<file path="src/common/vec_add_params.svh">
// lane count is fixed at compile time; the field widths describe binary64 and are not meant to change
`ifndef VEC_ADD_PARAMS_SVH
`define VEC_ADD_PARAMS_SVH

// number of adder lanes working side by side
`define VEC_LANES 4

// binary64 field widths
`define FP_EXP_W 11
`define FP_FRAC_W 52

`endif

</file>
<file path="src/common/vec_add_pkg.sv">
// shared types only; all sizes follow the macros in vec_add_params.svh
`default_nettype none

`include "vec_add_params.svh"

package vec_add_pkg;

    // IEEE-754 binary64 fields, sign at the top
    typedef struct packed {
        logic                  sign;
        logic [`FP_EXP_W-1:0]  exp;
        logic [`FP_FRAC_W-1:0] frac;
    } fp64_fields_t;

    // the same word seen as raw bits or as its fields
    typedef union packed {
        logic [`FP_EXP_W+`FP_FRAC_W:0] raw;
        fp64_fields_t                  f;
    } fp64_t;

    // one operand or result per lane, lane 0 in the low word
    typedef fp64_t [`VEC_LANES-1:0] fp_vec_t;

    // one handshake bit per lane
    typedef logic [`VEC_LANES-1:0] lane_mask_t;

endpackage

`default_nettype wire

</file>
<file path="src/rtl/vec_add_ctrl.sv">
// start is sampled only while idle; a start during a running operation is dropped, done is one cycle
`default_nettype none

module vec_add_ctrl
    import vec_add_pkg::*;
(
    input  wire logic       clk,
    input  wire logic       rst,
    input  wire logic       start,
    input  wire fp_vec_t    a,
    input  wire fp_vec_t    b,
    output fp_vec_t         c,
    output logic            done,
    output fp_vec_t         lane_a,
    output fp_vec_t         lane_b,
    output lane_mask_t      a_stb,
    output lane_mask_t      b_stb,
    input  wire lane_mask_t a_ack,
    input  wire lane_mask_t b_ack,
    input  wire fp_vec_t    lane_z,
    input  wire lane_mask_t z_stb,
    output lane_mask_t      z_ack
);

    typedef enum logic {
        IDLE,
        BUSY
    } state_t;

    state_t     state;
    // lanes whose result has been recorded in this operation
    lane_mask_t seen;
    lane_mask_t seen_next;

    assign seen_next = seen | z_stb;

    always_ff @(posedge clk) begin
        if (rst) begin
            state <= IDLE;
            seen <= '0;
            a_stb <= '0;
            b_stb <= '0;
            z_ack <= '0;
            done <= 1'b0;
            c <= '0;
        end else begin
            done <= 1'b0;
            // ack a lane once, in the cycle after it is first seen
            z_ack <= (state == BUSY) ? (z_stb & ~seen) : '0;
            case (state)
                IDLE: begin
                    if (start) begin
                        lane_a <= a;
                        lane_b <= b;
                        a_stb <= '1;
                        b_stb <= '1;
                        seen <= '0;
                        state <= BUSY;
                    end
                end
                BUSY: begin
                    // each strobe drops lane by lane as its ack comes back
                    a_stb <= a_stb & ~a_ack;
                    b_stb <= b_stb & ~b_ack;
                    seen <= seen_next;
                    // early lanes hold their result until acked, so lane_z is valid here
                    if (&seen_next) begin
                        c <= lane_z;
                        done <= 1'b1;
                        state <= IDLE;
                    end
                end
                default: state <= IDLE;
            endcase
        end
    end

endmodule

`default_nettype wire

</file>
<file path="config.mk">
export PLATFORM = sky130hd
export DESIGN_NAME = vec_add_ctrl
export DESIGN_NICKNAME = d
export VERILOG_FILES = /design/src/common/vec_add_pkg.sv /design/src/rtl/vec_add_ctrl.sv
export VERILOG_INCLUDE_DIRS = /design/src /design/src/common
export SDC_FILE = /design/constraint.sdc
export NUM_CORES = 1
export LEC_CHECK = 0
export BUFFER_PORTS_ARGS = -buffer_cell sky130_fd_sc_hd__buf_2
export CORE_AREA = 2 2 616 618
export CTS_BUF_LIST = sky130_fd_sc_hd__clkbuf_4
export DETAILED_ROUTE_END_ITERATION = 10
export DIE_AREA = 0 0 618 620
export PLACE_DENSITY_LB_ADDON = 0.12
export SYNTH_ARGS = -nofsm -noshare
export SYNTH_HDL_FRONTEND = slang
export SYNTH_SLANG_ARGS = --single-unit
export TNS_END_PERCENT = 100
</file>
<file path="constraint.sdc">
create_clock -name clk -period 33.7 [get_ports clk]
set_input_delay 3.37 -clock clk [delete_from_list [all_inputs] [get_ports clk]]
set_output_delay 3.37 -clock clk [all_outputs]
set_load 0.005 [all_outputs]
</file>
==> results.ini <==
[die]
pin_count = 1564
die-area_um2 = 383200
core_area_um2 = 377200
rows = 226
start_util_pct = 7.325
die_h_um = 620
die-width_um = 618

[logic_synthesis]
yosys-top-cells-area = edfxtp_1 (56%), dfxtp_1 (20%), nand2b_1 (12%)
ys_seq_area_share_pct = 75.49
syn_inst = 1692
synth_top_cell_by_area = edfxtp_1
synth.distinct_cells = 20
avgSynthCellArea_um2 = 16.33
synthesis.nets = 2475
synth_flop_cell = edfxtp_1
ys_ff_latch = 786
yosysWarnings = 0
synth.most_common_cell = nand2b_1
synth_area_um2 = 27630
yosysTopAreaCellShare_pct = 55.64
async_flop_share_pct = 0
synth_edf_count = 512
synthTopCellsByCount = nand2b_1 (514), edfxtp_1 (512), dfxtp_1 (274)

[critical_path]
path_max_fanout = 48
critPathBufInv = 4
critPathMaxStageDelay_ns = 0.97
worst-endpoint-arrival_ns = 7.19
cp.required_ns = 34.78
setup.worst_path.end_class = flip-flop
cpMostUsedCell = buf_4
start_kind = input pin
cp_cell_sequence = buf_2, o22ai_1, nor3_4, buf_4, buf_4, buf_4, mux2i_1
critical_path_class = in2reg
cpMaxStageDelayCell = nor3_4
crit_family = buffers and inverters

[route]
top_layer_used = met5
wl_met2_um = 115000
ant_nets = 0
drc = 0
drt-wirelength-per-cell_um = 24.57
dr.pass1.iters = 5
wl_met3_um = 19440
wl_met1_um = 69620
routed_wl_um = 215000
drt_iter0_markers = 1201
via_per_inst = 2.555
vias = 22360

[placed_design]
dp_cells = 8199
place.gp.congestion = 0.8144
hpwlAfterDp_um = 176500
portBuffers = 1563
pre_cts_ws_ns = 26.10

[global_routing]
grt_pass1_vias = 23050
antenna_found_initial = 190
grt_max_degree = 150
grt_use_total_pct = 10.65
grt_pass1_wl_um = 262000
gr-total-overflow = 0

[sta]
relSlewSlack_pct = 23.24
grt_setup_unrepaired = false
setup_tns_ns = 0
finalSetupViolCount = 0
maxSlewViolCount = 0
whs_ns = 0.4606
worst_slew_pin_slew_ns = 1.148
timing.fmax_mhz = 163.9
fin_crit_sh_pct = 18.11
min_period_ns = 6.103
setup_slack_ns = 27.60
skew_ns = 0.1369
hold_viol_final = 0

[cts]
path_clk_slew_ns = 0.05
root_buffer = clkbuf_4
postCtsSetupBuffers = 0
ctsHoldBuffers = 0
ctsHtreeMaxLevel = 5
cts_tree = built
cts_max_path_buffers = 4
cts.sink_count = 786
clkLatencyLatePin_ns = 1.31
cts_buffers = 287
cts_resized = 0

[power_and_ir_drop]
static-leakage-power_nw = 17.31
powerDensity_nw_per_um2 = 53.21
max-vdd-ir-drop_v = 0.00001954

[finish]
multi_input_area_um2 = 6013
final_cells = 8750
drive_above_1_share_pct = 55.03
fillCellCount = 43350
final_net_count = 4255
syn2layout_area_growth_pct = 62.38
seq_area_um2 = 20860

[run_status]
status = completed

[worst_hold_path]
holdCritPathClass = reg2reg

[job]
cap_viol_max_count = 0

[worst paths after layout]
check                 from  endpoint  slack [ns]  cells after the start
hold / removal     seen[3]  z_ack[3]        0.46                      1
setup / recovery  z_stb[1]    c[232]       27.60                      7
setup reg to reg   seen[2]    c[232]       29.50                      6
hold reg to reg    seen[3]  z_ack[3]        0.46                      1
[layout by cell type (no fill, tap or decap), types with 5 or more instances in the layout]
cell / count
buf_2: 1562
nand2b_1: 514
edfxtp_1: 512
clkbuf_4: 411
dfxtp_1: 274
mux2i_1: 256
diode_2: 63
clkinv_1: 53
buf_4: 16
nor2_1: 13
nand2_1: 8
a21oi_1: 8
inv_2: 6
clkinvlp_4: 5
[state kept, by name, summed over array words and instances, names as in the netlist]
register / flops
done: 1
z_ack: 4
lane_b: 256
b_stb: 4
state: 1
c: 256
lane_a: 256
a_stb: 4
seen: 4
[power by group]
part / switching [mW] / internal (mW) / leakage, nW
logic: 0.0961 / 0.0701 / 8.26
registers: 0.0195 / 1.06 / 6.95
clock network: 0.552 / 0.587 / 2.10
total: 0.667 / 1.72 / 17.3
[through the flow]
| step | util [%] | area (um2) | power [mW] |
|---|---|---|---|
| floorplan | - | 27630 | 1.162 |
| global placement | 10.91 | 41170 | 1.279 |
| detailed placement | 10.91 | 41170 | 1.277 |
| CTS | 11.85 | 44710 | 2.491 |
| global route | 11.88 | 44820 | 2.529 |
| finish | 11.89 | 44870 | 2.387 |
[per-layer routing]
metal / track usage [%] / vias up
met4: 4.978 / 100
met3: 4.342 / 540
li1: - / 9720
met2: 20.14 / 1348
met5: 0 / -
met1: 9.881 / 10650
[cell families after synthesis]
family,after synthesis,synth area share (%)
compound gates,14,0.2989
buf+inv,92,2.794
simple gates,544,12.14
flops,786,75.49
mux,256,9.274
[area by class of cell]
| type | count | area share [%] |
|---|---|---|
| clock buffer | 411 | 6.877 |
| timing repair buffer | 1582 | 17.86 |
| multi-input combinational | 814 | 13.40 |
| inverter | 1 | 0.008366 |
| clock inverter | 77 | 1.021 |
| antenna | 63 | 0.3514 |
| tap | 5016 | 13.99 |
| sequential | 786 | 46.49 |
Power figures use the tool's default switching activity.
