**config.mk**
```make
export PLATFORM = sky130hd
export DESIGN_NAME = double_adder
export DESIGN_NICKNAME = d
export VERILOG_FILES = /design/src/common/vec_add_pkg.sv /design/src/double_adder/double_adder.sv
export VERILOG_INCLUDE_DIRS = /design/src /design/src/common
export SDC_FILE = /design/constraint.sdc
export NUM_CORES = 1
export LEC_CHECK = 0
export BUFFER_PORTS_ARGS = -buffer_cell sky130_fd_sc_hd__buf_2
export CELL_PAD_IN_SITES_DETAIL_PLACEMENT = 0
export CELL_PAD_IN_SITES_GLOBAL_PLACEMENT = 2
export CORE_MARGIN = 4
export CORE_UTILIZATION = 42
export CTS_CLUSTER_DIAMETER = 200
export DETAILED_ROUTE_END_ITERATION = 7
export HOLD_SLACK_MARGIN = 0.08
export PLACE_DENSITY_LB_ADDON = 0.1
export SYNTH_ARGS = -nofsm -noshare
export SYNTH_HDL_FRONTEND = slang
export SYNTH_SLANG_ARGS = --single-unit
```
**constraint.sdc**
```tcl
create_clock -name clk -period 24.9 [get_ports clk]
set_input_delay 4.98 -clock clk [delete_from_list [all_inputs] [get_ports clk]]
set_output_delay 4.98 -clock clk [all_outputs]
set_load 0.05 [all_outputs]
```
**src/common/vec_add_params.svh**
```systemverilog
// lane count is fixed at compile time; the field widths describe binary64 and are not meant to change
`ifndef VEC_ADD_PARAMS_SVH
`define VEC_ADD_PARAMS_SVH

// number of adder lanes working side by side
`define VEC_LANES 4

// binary64 field widths
`define FP_EXP_W 11
`define FP_FRAC_W 52

`endif

```
**src/common/vec_add_pkg.sv**
```systemverilog
// shared types only; all sizes follow the macros in vec_add_params.svh
`default_nettype none

`include "vec_add_params.svh"

package vec_add_pkg;

    // IEEE-754 binary64 fields, sign at the top
    typedef struct packed {
        logic                  sign;
        logic [`FP_EXP_W-1:0]  exp;
        logic [`FP_FRAC_W-1:0] frac;
    } fp64_fields_t;

    // the same word seen as raw bits or as its fields
    typedef union packed {
        logic [`FP_EXP_W+`FP_FRAC_W:0] raw;
        fp64_fields_t                  f;
    } fp64_t;

    // one operand or result per lane, lane 0 in the low word
    typedef fp64_t [`VEC_LANES-1:0] fp_vec_t;

    // one handshake bit per lane
    typedef logic [`VEC_LANES-1:0] lane_mask_t;

endpackage

`default_nettype wire

```
**src/double_adder/double_adder.sv**
```systemverilog
// normal numbers and zeros only; subnormals flush to signed zero, round to nearest even, no NaN handling
`default_nettype none

`include "vec_add_params.svh"

module double_adder
    import vec_add_pkg::*;
(
    input  wire logic  clk,
    input  wire logic  rst,
    input  wire fp64_t input_a,
    input  wire fp64_t input_b,
    input  wire logic  input_a_stb,
    input  wire logic  input_b_stb,
    output logic       input_a_ack,
    output logic       input_b_ack,
    output fp64_t      output_z,
    output logic       output_z_stb,
    input  wire logic  output_z_ack
);

    localparam int EW = `FP_EXP_W;
    localparam int FW = `FP_FRAC_W;
    // hidden bit, fraction, then guard, round and sticky
    localparam int MW = FW + 4;
    localparam int SW = $clog2(MW + 1);
    localparam int EMAX = (1 << EW) - 1;

    typedef enum logic [2:0] {
        GET_AB,
        UNPACK,
        ALIGN,
        ADD_SUB,
        NORMALIZE,
        ROUND,
        PACK,
        PUT_Z
    } state_t;

    state_t state;
    fp64_t  a_in;
    fp64_t  b_in;
    logic   a_got;
    logic   b_got;

    logic            a_s;
    logic            b_s;
    logic            z_s;
    logic [EW-1:0]   a_e;
    logic [EW-1:0]   b_e;
    logic [MW-1:0]   a_m;
    logic [MW-1:0]   b_m;
    // two spare bits so carry and underflow stay visible
    logic signed [EW+1:0] z_e;
    logic [MW:0]     z_m;
    logic            z_zero;

    logic            a_big;
    logic [EW-1:0]   e_diff;
    logic [SW-1:0]   shift;
    logic [MW-1:0]   small_m;
    logic [2*MW-1:0] small_ext;
    logic [MW-1:0]   small_aligned;
    logic            mag_zero;
    logic            round_up;
    logic [FW+1:0]   rounded;

    always_comb begin
        a_big = (a_e >= b_e);
        e_diff = a_big ? (a_e - b_e) : (b_e - a_e);
        // beyond MW places only the sticky bit survives
        shift = (e_diff > EW'(MW)) ? SW'(MW) : e_diff[SW-1:0];
        small_m = a_big ? b_m : a_m;
        small_ext = {small_m, {MW{1'b0}}} >> shift;
        small_aligned = {small_ext[2*MW-1:MW+1], small_ext[MW] | (|small_ext[MW-1:0])};
        // exact cancellation, or both operands zero
        mag_zero = (a_m == b_m) && ((a_s != b_s) || (a_m == '0));
        // round half to even on guard, round, sticky and lsb
        round_up = z_m[2] & (z_m[1] | z_m[0] | z_m[3]);
        rounded = {1'b0, z_m[MW-1:3]} + (FW+2)'(round_up);
    end

    always_ff @(posedge clk) begin
        if (rst) begin
            state <= GET_AB;
            a_got <= 1'b0;
            b_got <= 1'b0;
            input_a_ack <= 1'b0;
            input_b_ack <= 1'b0;
            output_z_stb <= 1'b0;
        end else begin
            input_a_ack <= 1'b0;
            input_b_ack <= 1'b0;
            case (state)
                GET_AB: begin
                    // operands may arrive in either order or together
                    if (input_a_stb && !a_got) begin
                        a_in <= input_a;
                        a_got <= 1'b1;
                        input_a_ack <= 1'b1;
                    end
                    if (input_b_stb && !b_got) begin
                        b_in <= input_b;
                        b_got <= 1'b1;
                        input_b_ack <= 1'b1;
                    end
                    if ((a_got || input_a_stb) && (b_got || input_b_stb)) begin
                        a_got <= 1'b0;
                        b_got <= 1'b0;
                        state <= UNPACK;
                    end
                end
                UNPACK: begin
                    a_s <= a_in.f.sign;
                    b_s <= b_in.f.sign;
                    a_e <= a_in.f.exp;
                    b_e <= b_in.f.exp;
                    // a zero exponent is zero or subnormal, both become zero
                    a_m <= (a_in.f.exp == '0) ? '0 : {1'b1, a_in.f.frac, 3'b000};
                    b_m <= (b_in.f.exp == '0) ? '0 : {1'b1, b_in.f.frac, 3'b000};
                    state <= ALIGN;
                end
                ALIGN: begin
                    if (a_big) begin
                        b_m <= small_aligned;
                        z_e <= $signed({2'b00, a_e});
                    end else begin
                        a_m <= small_aligned;
                        z_e <= $signed({2'b00, b_e});
                    end
                    state <= ADD_SUB;
                end
                ADD_SUB: begin
                    z_zero <= mag_zero;
                    if (mag_zero) begin
                        // x - x is +0, -0 + -0 stays -0
                        z_s <= a_s & b_s;
                        state <= PACK;
                    end else begin
                        state <= NORMALIZE;
                        if (a_s == b_s) begin
                            z_m <= {1'b0, a_m} + {1'b0, b_m};
                            z_s <= a_s;
                        end else if (a_m > b_m) begin
                            z_m <= {1'b0, a_m - b_m};
                            z_s <= a_s;
                        end else begin
                            z_m <= {1'b0, b_m - a_m};
                            z_s <= b_s;
                        end
                    end
                end
                NORMALIZE: begin
                    if (z_m[MW]) begin
                        // carry out, one step right with the lost bit kept in sticky
                        z_m <= {1'b0, z_m[MW:2], z_m[1] | z_m[0]};
                        z_e <= z_e + 1;
                        state <= ROUND;
                    end else if (z_m[MW-1]) begin
                        state <= ROUND;
                    end else begin
                        z_m <= z_m << 1;
                        z_e <= z_e - 1;
                    end
                end
                ROUND: begin
                    if (rounded[FW+1]) begin
                        // mantissa rolled over to 2.0
                        z_m[MW-1:3] <= rounded[FW+1:1];
                        z_e <= z_e + 1;
                    end else begin
                        z_m[MW-1:3] <= rounded[FW:0];
                    end
                    state <= PACK;
                end
                PACK: begin
                    output_z.f.sign <= z_s;
                    if (z_zero || z_e <= 0) begin
                        output_z.f.exp <= '0;
                        output_z.f.frac <= '0;
                    end else if (z_e >= EMAX) begin
                        // overflow saturates to infinity
                        output_z.f.exp <= '1;
                        output_z.f.frac <= '0;
                    end else begin
                        output_z.f.exp <= z_e[EW-1:0];
                        output_z.f.frac <= z_m[MW-2:3];
                    end
                    output_z_stb <= 1'b1;
                    state <= PUT_Z;
                end
                PUT_Z: begin
                    // result stays put until the consumer takes it
                    if (output_z_ack) begin
                        output_z_stb <= 1'b0;
                        state <= GET_AB;
                    end
                end
                default: state <= GET_AB;
            endcase
        end
    end

endmodule

`default_nettype wire

```
==> impl_metrics.tcl <==
set metrics [dict create \
    cp-end-kind "flip-flop" \
    tightestPinTransition_ns 1.22 \
    cts_tree "built" \
    clk_pin_slew_ns 0.08 \
    portBuffers 199 \
    timing.rr.end "a_m[23]" \
    dpl_cell_area_sq_mm 0.0352 \
    grt_overflow 0 \
    worstPathRequired_ns 25.38 \
    num_io_pins 200 \
    grt_max_degree 66 \
    cellPowerDensity_mw_per_mm2 77.5 \
    ys_types 96 \
    setup_viol 0 \
    cts-resized-gates 0 \
    fin_crit_ns 7.76 \
    async_flop_share_pct 0 \
    cts_root_buf "clkbuf_16" \
    yosys_warnings 0 \
    drt-total-wl_mm 145 \
    worst_path_most_repeated_cell "a21oi_1" \
    clock_skew_ns 0.0369 \
    critPathKind "reg -> reg" \
    instances_no_fill 5043 \
    fmax_ghz 0.129 \
    layout_common_cells "434 x nand2_1, 400 x edfxtp_1, 369 x a21oi_1, 316 x nor2_1, 291 x o21ai_0" \
    rr_worst_depth 18 \
    num_rows 103 \
    cts_hold_buf 0 \
    ys_seq_elements 408 \
    drt_iter0_markers 3693 \
    grt_pass1_vias 30089 \
    synth_edf_count 400 \
    report.final.slew_viol_count 0 \
    tns_ns 0 \
    detail_route.wl_per_cell_um 28.8 \
    syn_nets 4234 \
    gr-usage-all-layers_pct 33.5 \
    core_area_sq_mm 0.0789 \
    initial_core_util_pct 42.3 \
    total_leakage_power_nw 14.3 \
    die_area_sq_mm 0.0839 \
    rsz0062_at_grt "no" \
    post_cts_buffers 0 \
    drc 6 \
    hold_class "reg -> reg" \
    maxSlewHeadroom_pct 18.2 \
    slowest_delay_ns 0.97 \
    antenna_found_initial 4 \
    die_h_um 290 \
    min_delay_worst_endpoint "b_s" \
    critPathBufInv 2 \
    nets 4287 \
    syn_to_final_growth_pct 10.3 \
    r2r_start "a_e[2]" \
    hold_depth 0 \
    cts_max_path_buffers 3 \
    grt_pass1_wl_mm 208 \
    ys.flop_type "edfxtp_1" \
    dp_hpwl_mm 115 \
    syn_inst 3903 \
    violations "design-rule violations" \
    final_antenna_net_count 0 \
    drt-vias-per-instance 6.36 \
    final_common_cell "nand2_1" \
    final_util_pct 46.6 \
    ys_seq_area_share_pct 36.5 \
    reg2reg_slack_ns 17.14 \
    status "finished, violations left" \
    dp_cells 4958 \
    cp_cell_sequence "inv_1 > ha_1 > o211ai_1 > a21oi_1 > o21a_2 > o21ai_4 > mux2i_1 > xor2_1 > a311oi_4 > buf_4 > nand2_1 > a211oi_1 > o32a_1 > a221oi_1 > mux2_2 > a21oi_1 > o22ai_1 > a21o_1" \
    vias 32068 \
    n_antenna_cell 0 \
    cp_top_family "compound AO/OA/AOI/OAI gates" \
    startpoint_type "flip-flop" \
    maxCapViolCount 0 \
    synth_area_sq_mm 0.0333 \
    drt_pre_antenna_iters 8 \
    insertion_delay_ns 0.62 \
    chipWidth_um 290 \
    drive_above_1_share_pct 10.3 \
    cts.sinks 408 \
    htree_levels 2 \
    worstPathArrival_ns 8.24 \
    cp_max_fo 51 \
    fin_crit_sh_pct 31.2 \
    avgSynthCellArea_sq_um 8.54 \
    peakVddDrop_mv 0.0648 \
    worst_path_max_delay_cell "xor2_1" \
    globalplace.congestion 1.03 \
    worstHoldStart "b_in[63]" \
    finalHoldViolCount 0 \
    final_cell_area_sq_mm 0.0368 \
    cts_buffers 46 \
]
[flip-flops by register name (all words and copies together) (netlist names)]
register and count:
z_s 1, input_b_ack 1, state 3, a_m 56
a_s 1, output_z_stb 1, b_got 1, b_m 56
a_in 64, a_e 11, z_m 57, a_got 1
b_e 11, output_z 64, b_s 1, input_a_ack 1
z_e 13, z_zero 1, b_in 64
[worst max path at each step]
stage / from / slack (ns) / cells after the start / to
4_1_cts: a_e[8] / 17.25 / 18 / a_m[23]
3_3_place_gp: b_e[8] / 17.26 / 17 / b_m[23]
6_report: a_e[2] / 17.14 / 18 / a_m[23]
3_5_place_dp: a_e[8] / 17.31 / 18 / a_m[23]
2_1_floorplan: rst / 13.10 / 1 / a_in[0]
5_1_grt: a_e[8] / 16.77 / 20 / a_m[0]
[cell families after synthesis]
| family | Yosys count | synth area share, % |
|---|---|---|
| XOR/XNOR | 110 | 2.91 |
| buffers and inverters | 459 | 5.37 |
| multiplexers | 124 | 3.80 |
| adder cells (fa/ha/maj) | 198 | 7.55 |
| flip-flops | 408 | 36.5 |
| AO/OA/AOI/OAI | 1339 | 26.4 |
| AND/OR/NAND/NOR | 1265 | 17.5 |
[stage by stage]
step	power, mW	worst slack, ns	hold WS (ns)
after global placement	2.13	17.26	0.426
after detailed placement	2.13	17.31	0.429
after CTS	2.83	17.25	0.443
after global routing	2.97	16.77	0.442
final	2.85	17.14	0.434
after floorplan	1.68	13.10	0.400
[cells in the mapped netlist (all sizes together) (25+ instances only)]
cell,instances,area share [%]
a211oi,56,1.3
a21o,80,1.8
a21oi,371,5.6
a221oi,30,0.79
a222oi,40,1.2
a22oi,33,0.74
a31oi,33,0.62
and3,93,1.7
buf,54,0.80
clkbuf,194,2.2
edfxtp,400,36
ha,193,7.2
inv,209,2.4
mux2i,107,3.2
nand2,435,4.9
nand2b,25,0.47
nand3,105,1.6
nand4,46,0.86
nor2,324,3.6
nor3,105,1.6
nor4,38,0.71
o211ai,59,1.3
o21a,41,0.93
o21ai,303,4.6
o21bai,65,1.5
o22ai,28,0.53
o31ai,25,0.58
xnor2,75,2.0
xor2,35,0.92
[power by group]
group / switching, mW / internal, mW
Clock: 0.292 / 0.405
Combinational: 0.849 / 0.378
Sequential: 0.0804 / 0.845
[layer usage]
layer	vias to the layer above	wire length, um	global-route usage, %
met3	289	10800	4.99
met2	1466	63800	51.7
met4	0	8880	17.1
li1	14682	-	-
met5	-	0	0
met1	15631	61700	45.8
[layout make-up]
| cell class | instances | area (sq um) |
|---|---|---|
| Multi-Input combinational cell | 3036 | 19600 |
| Clock inverter | 36 | 383 |
| Sequential cell | 408 | 12200 |
| Inverter | 211 | 792 |
| Timing Repair Buffer | 253 | 1400 |
| Clock buffer | 49 | 1160 |
| Tap cell | 1050 | 1310 |
| Fill cell | 7896 | 42100 |
Power figures use the tool's default switching activity.
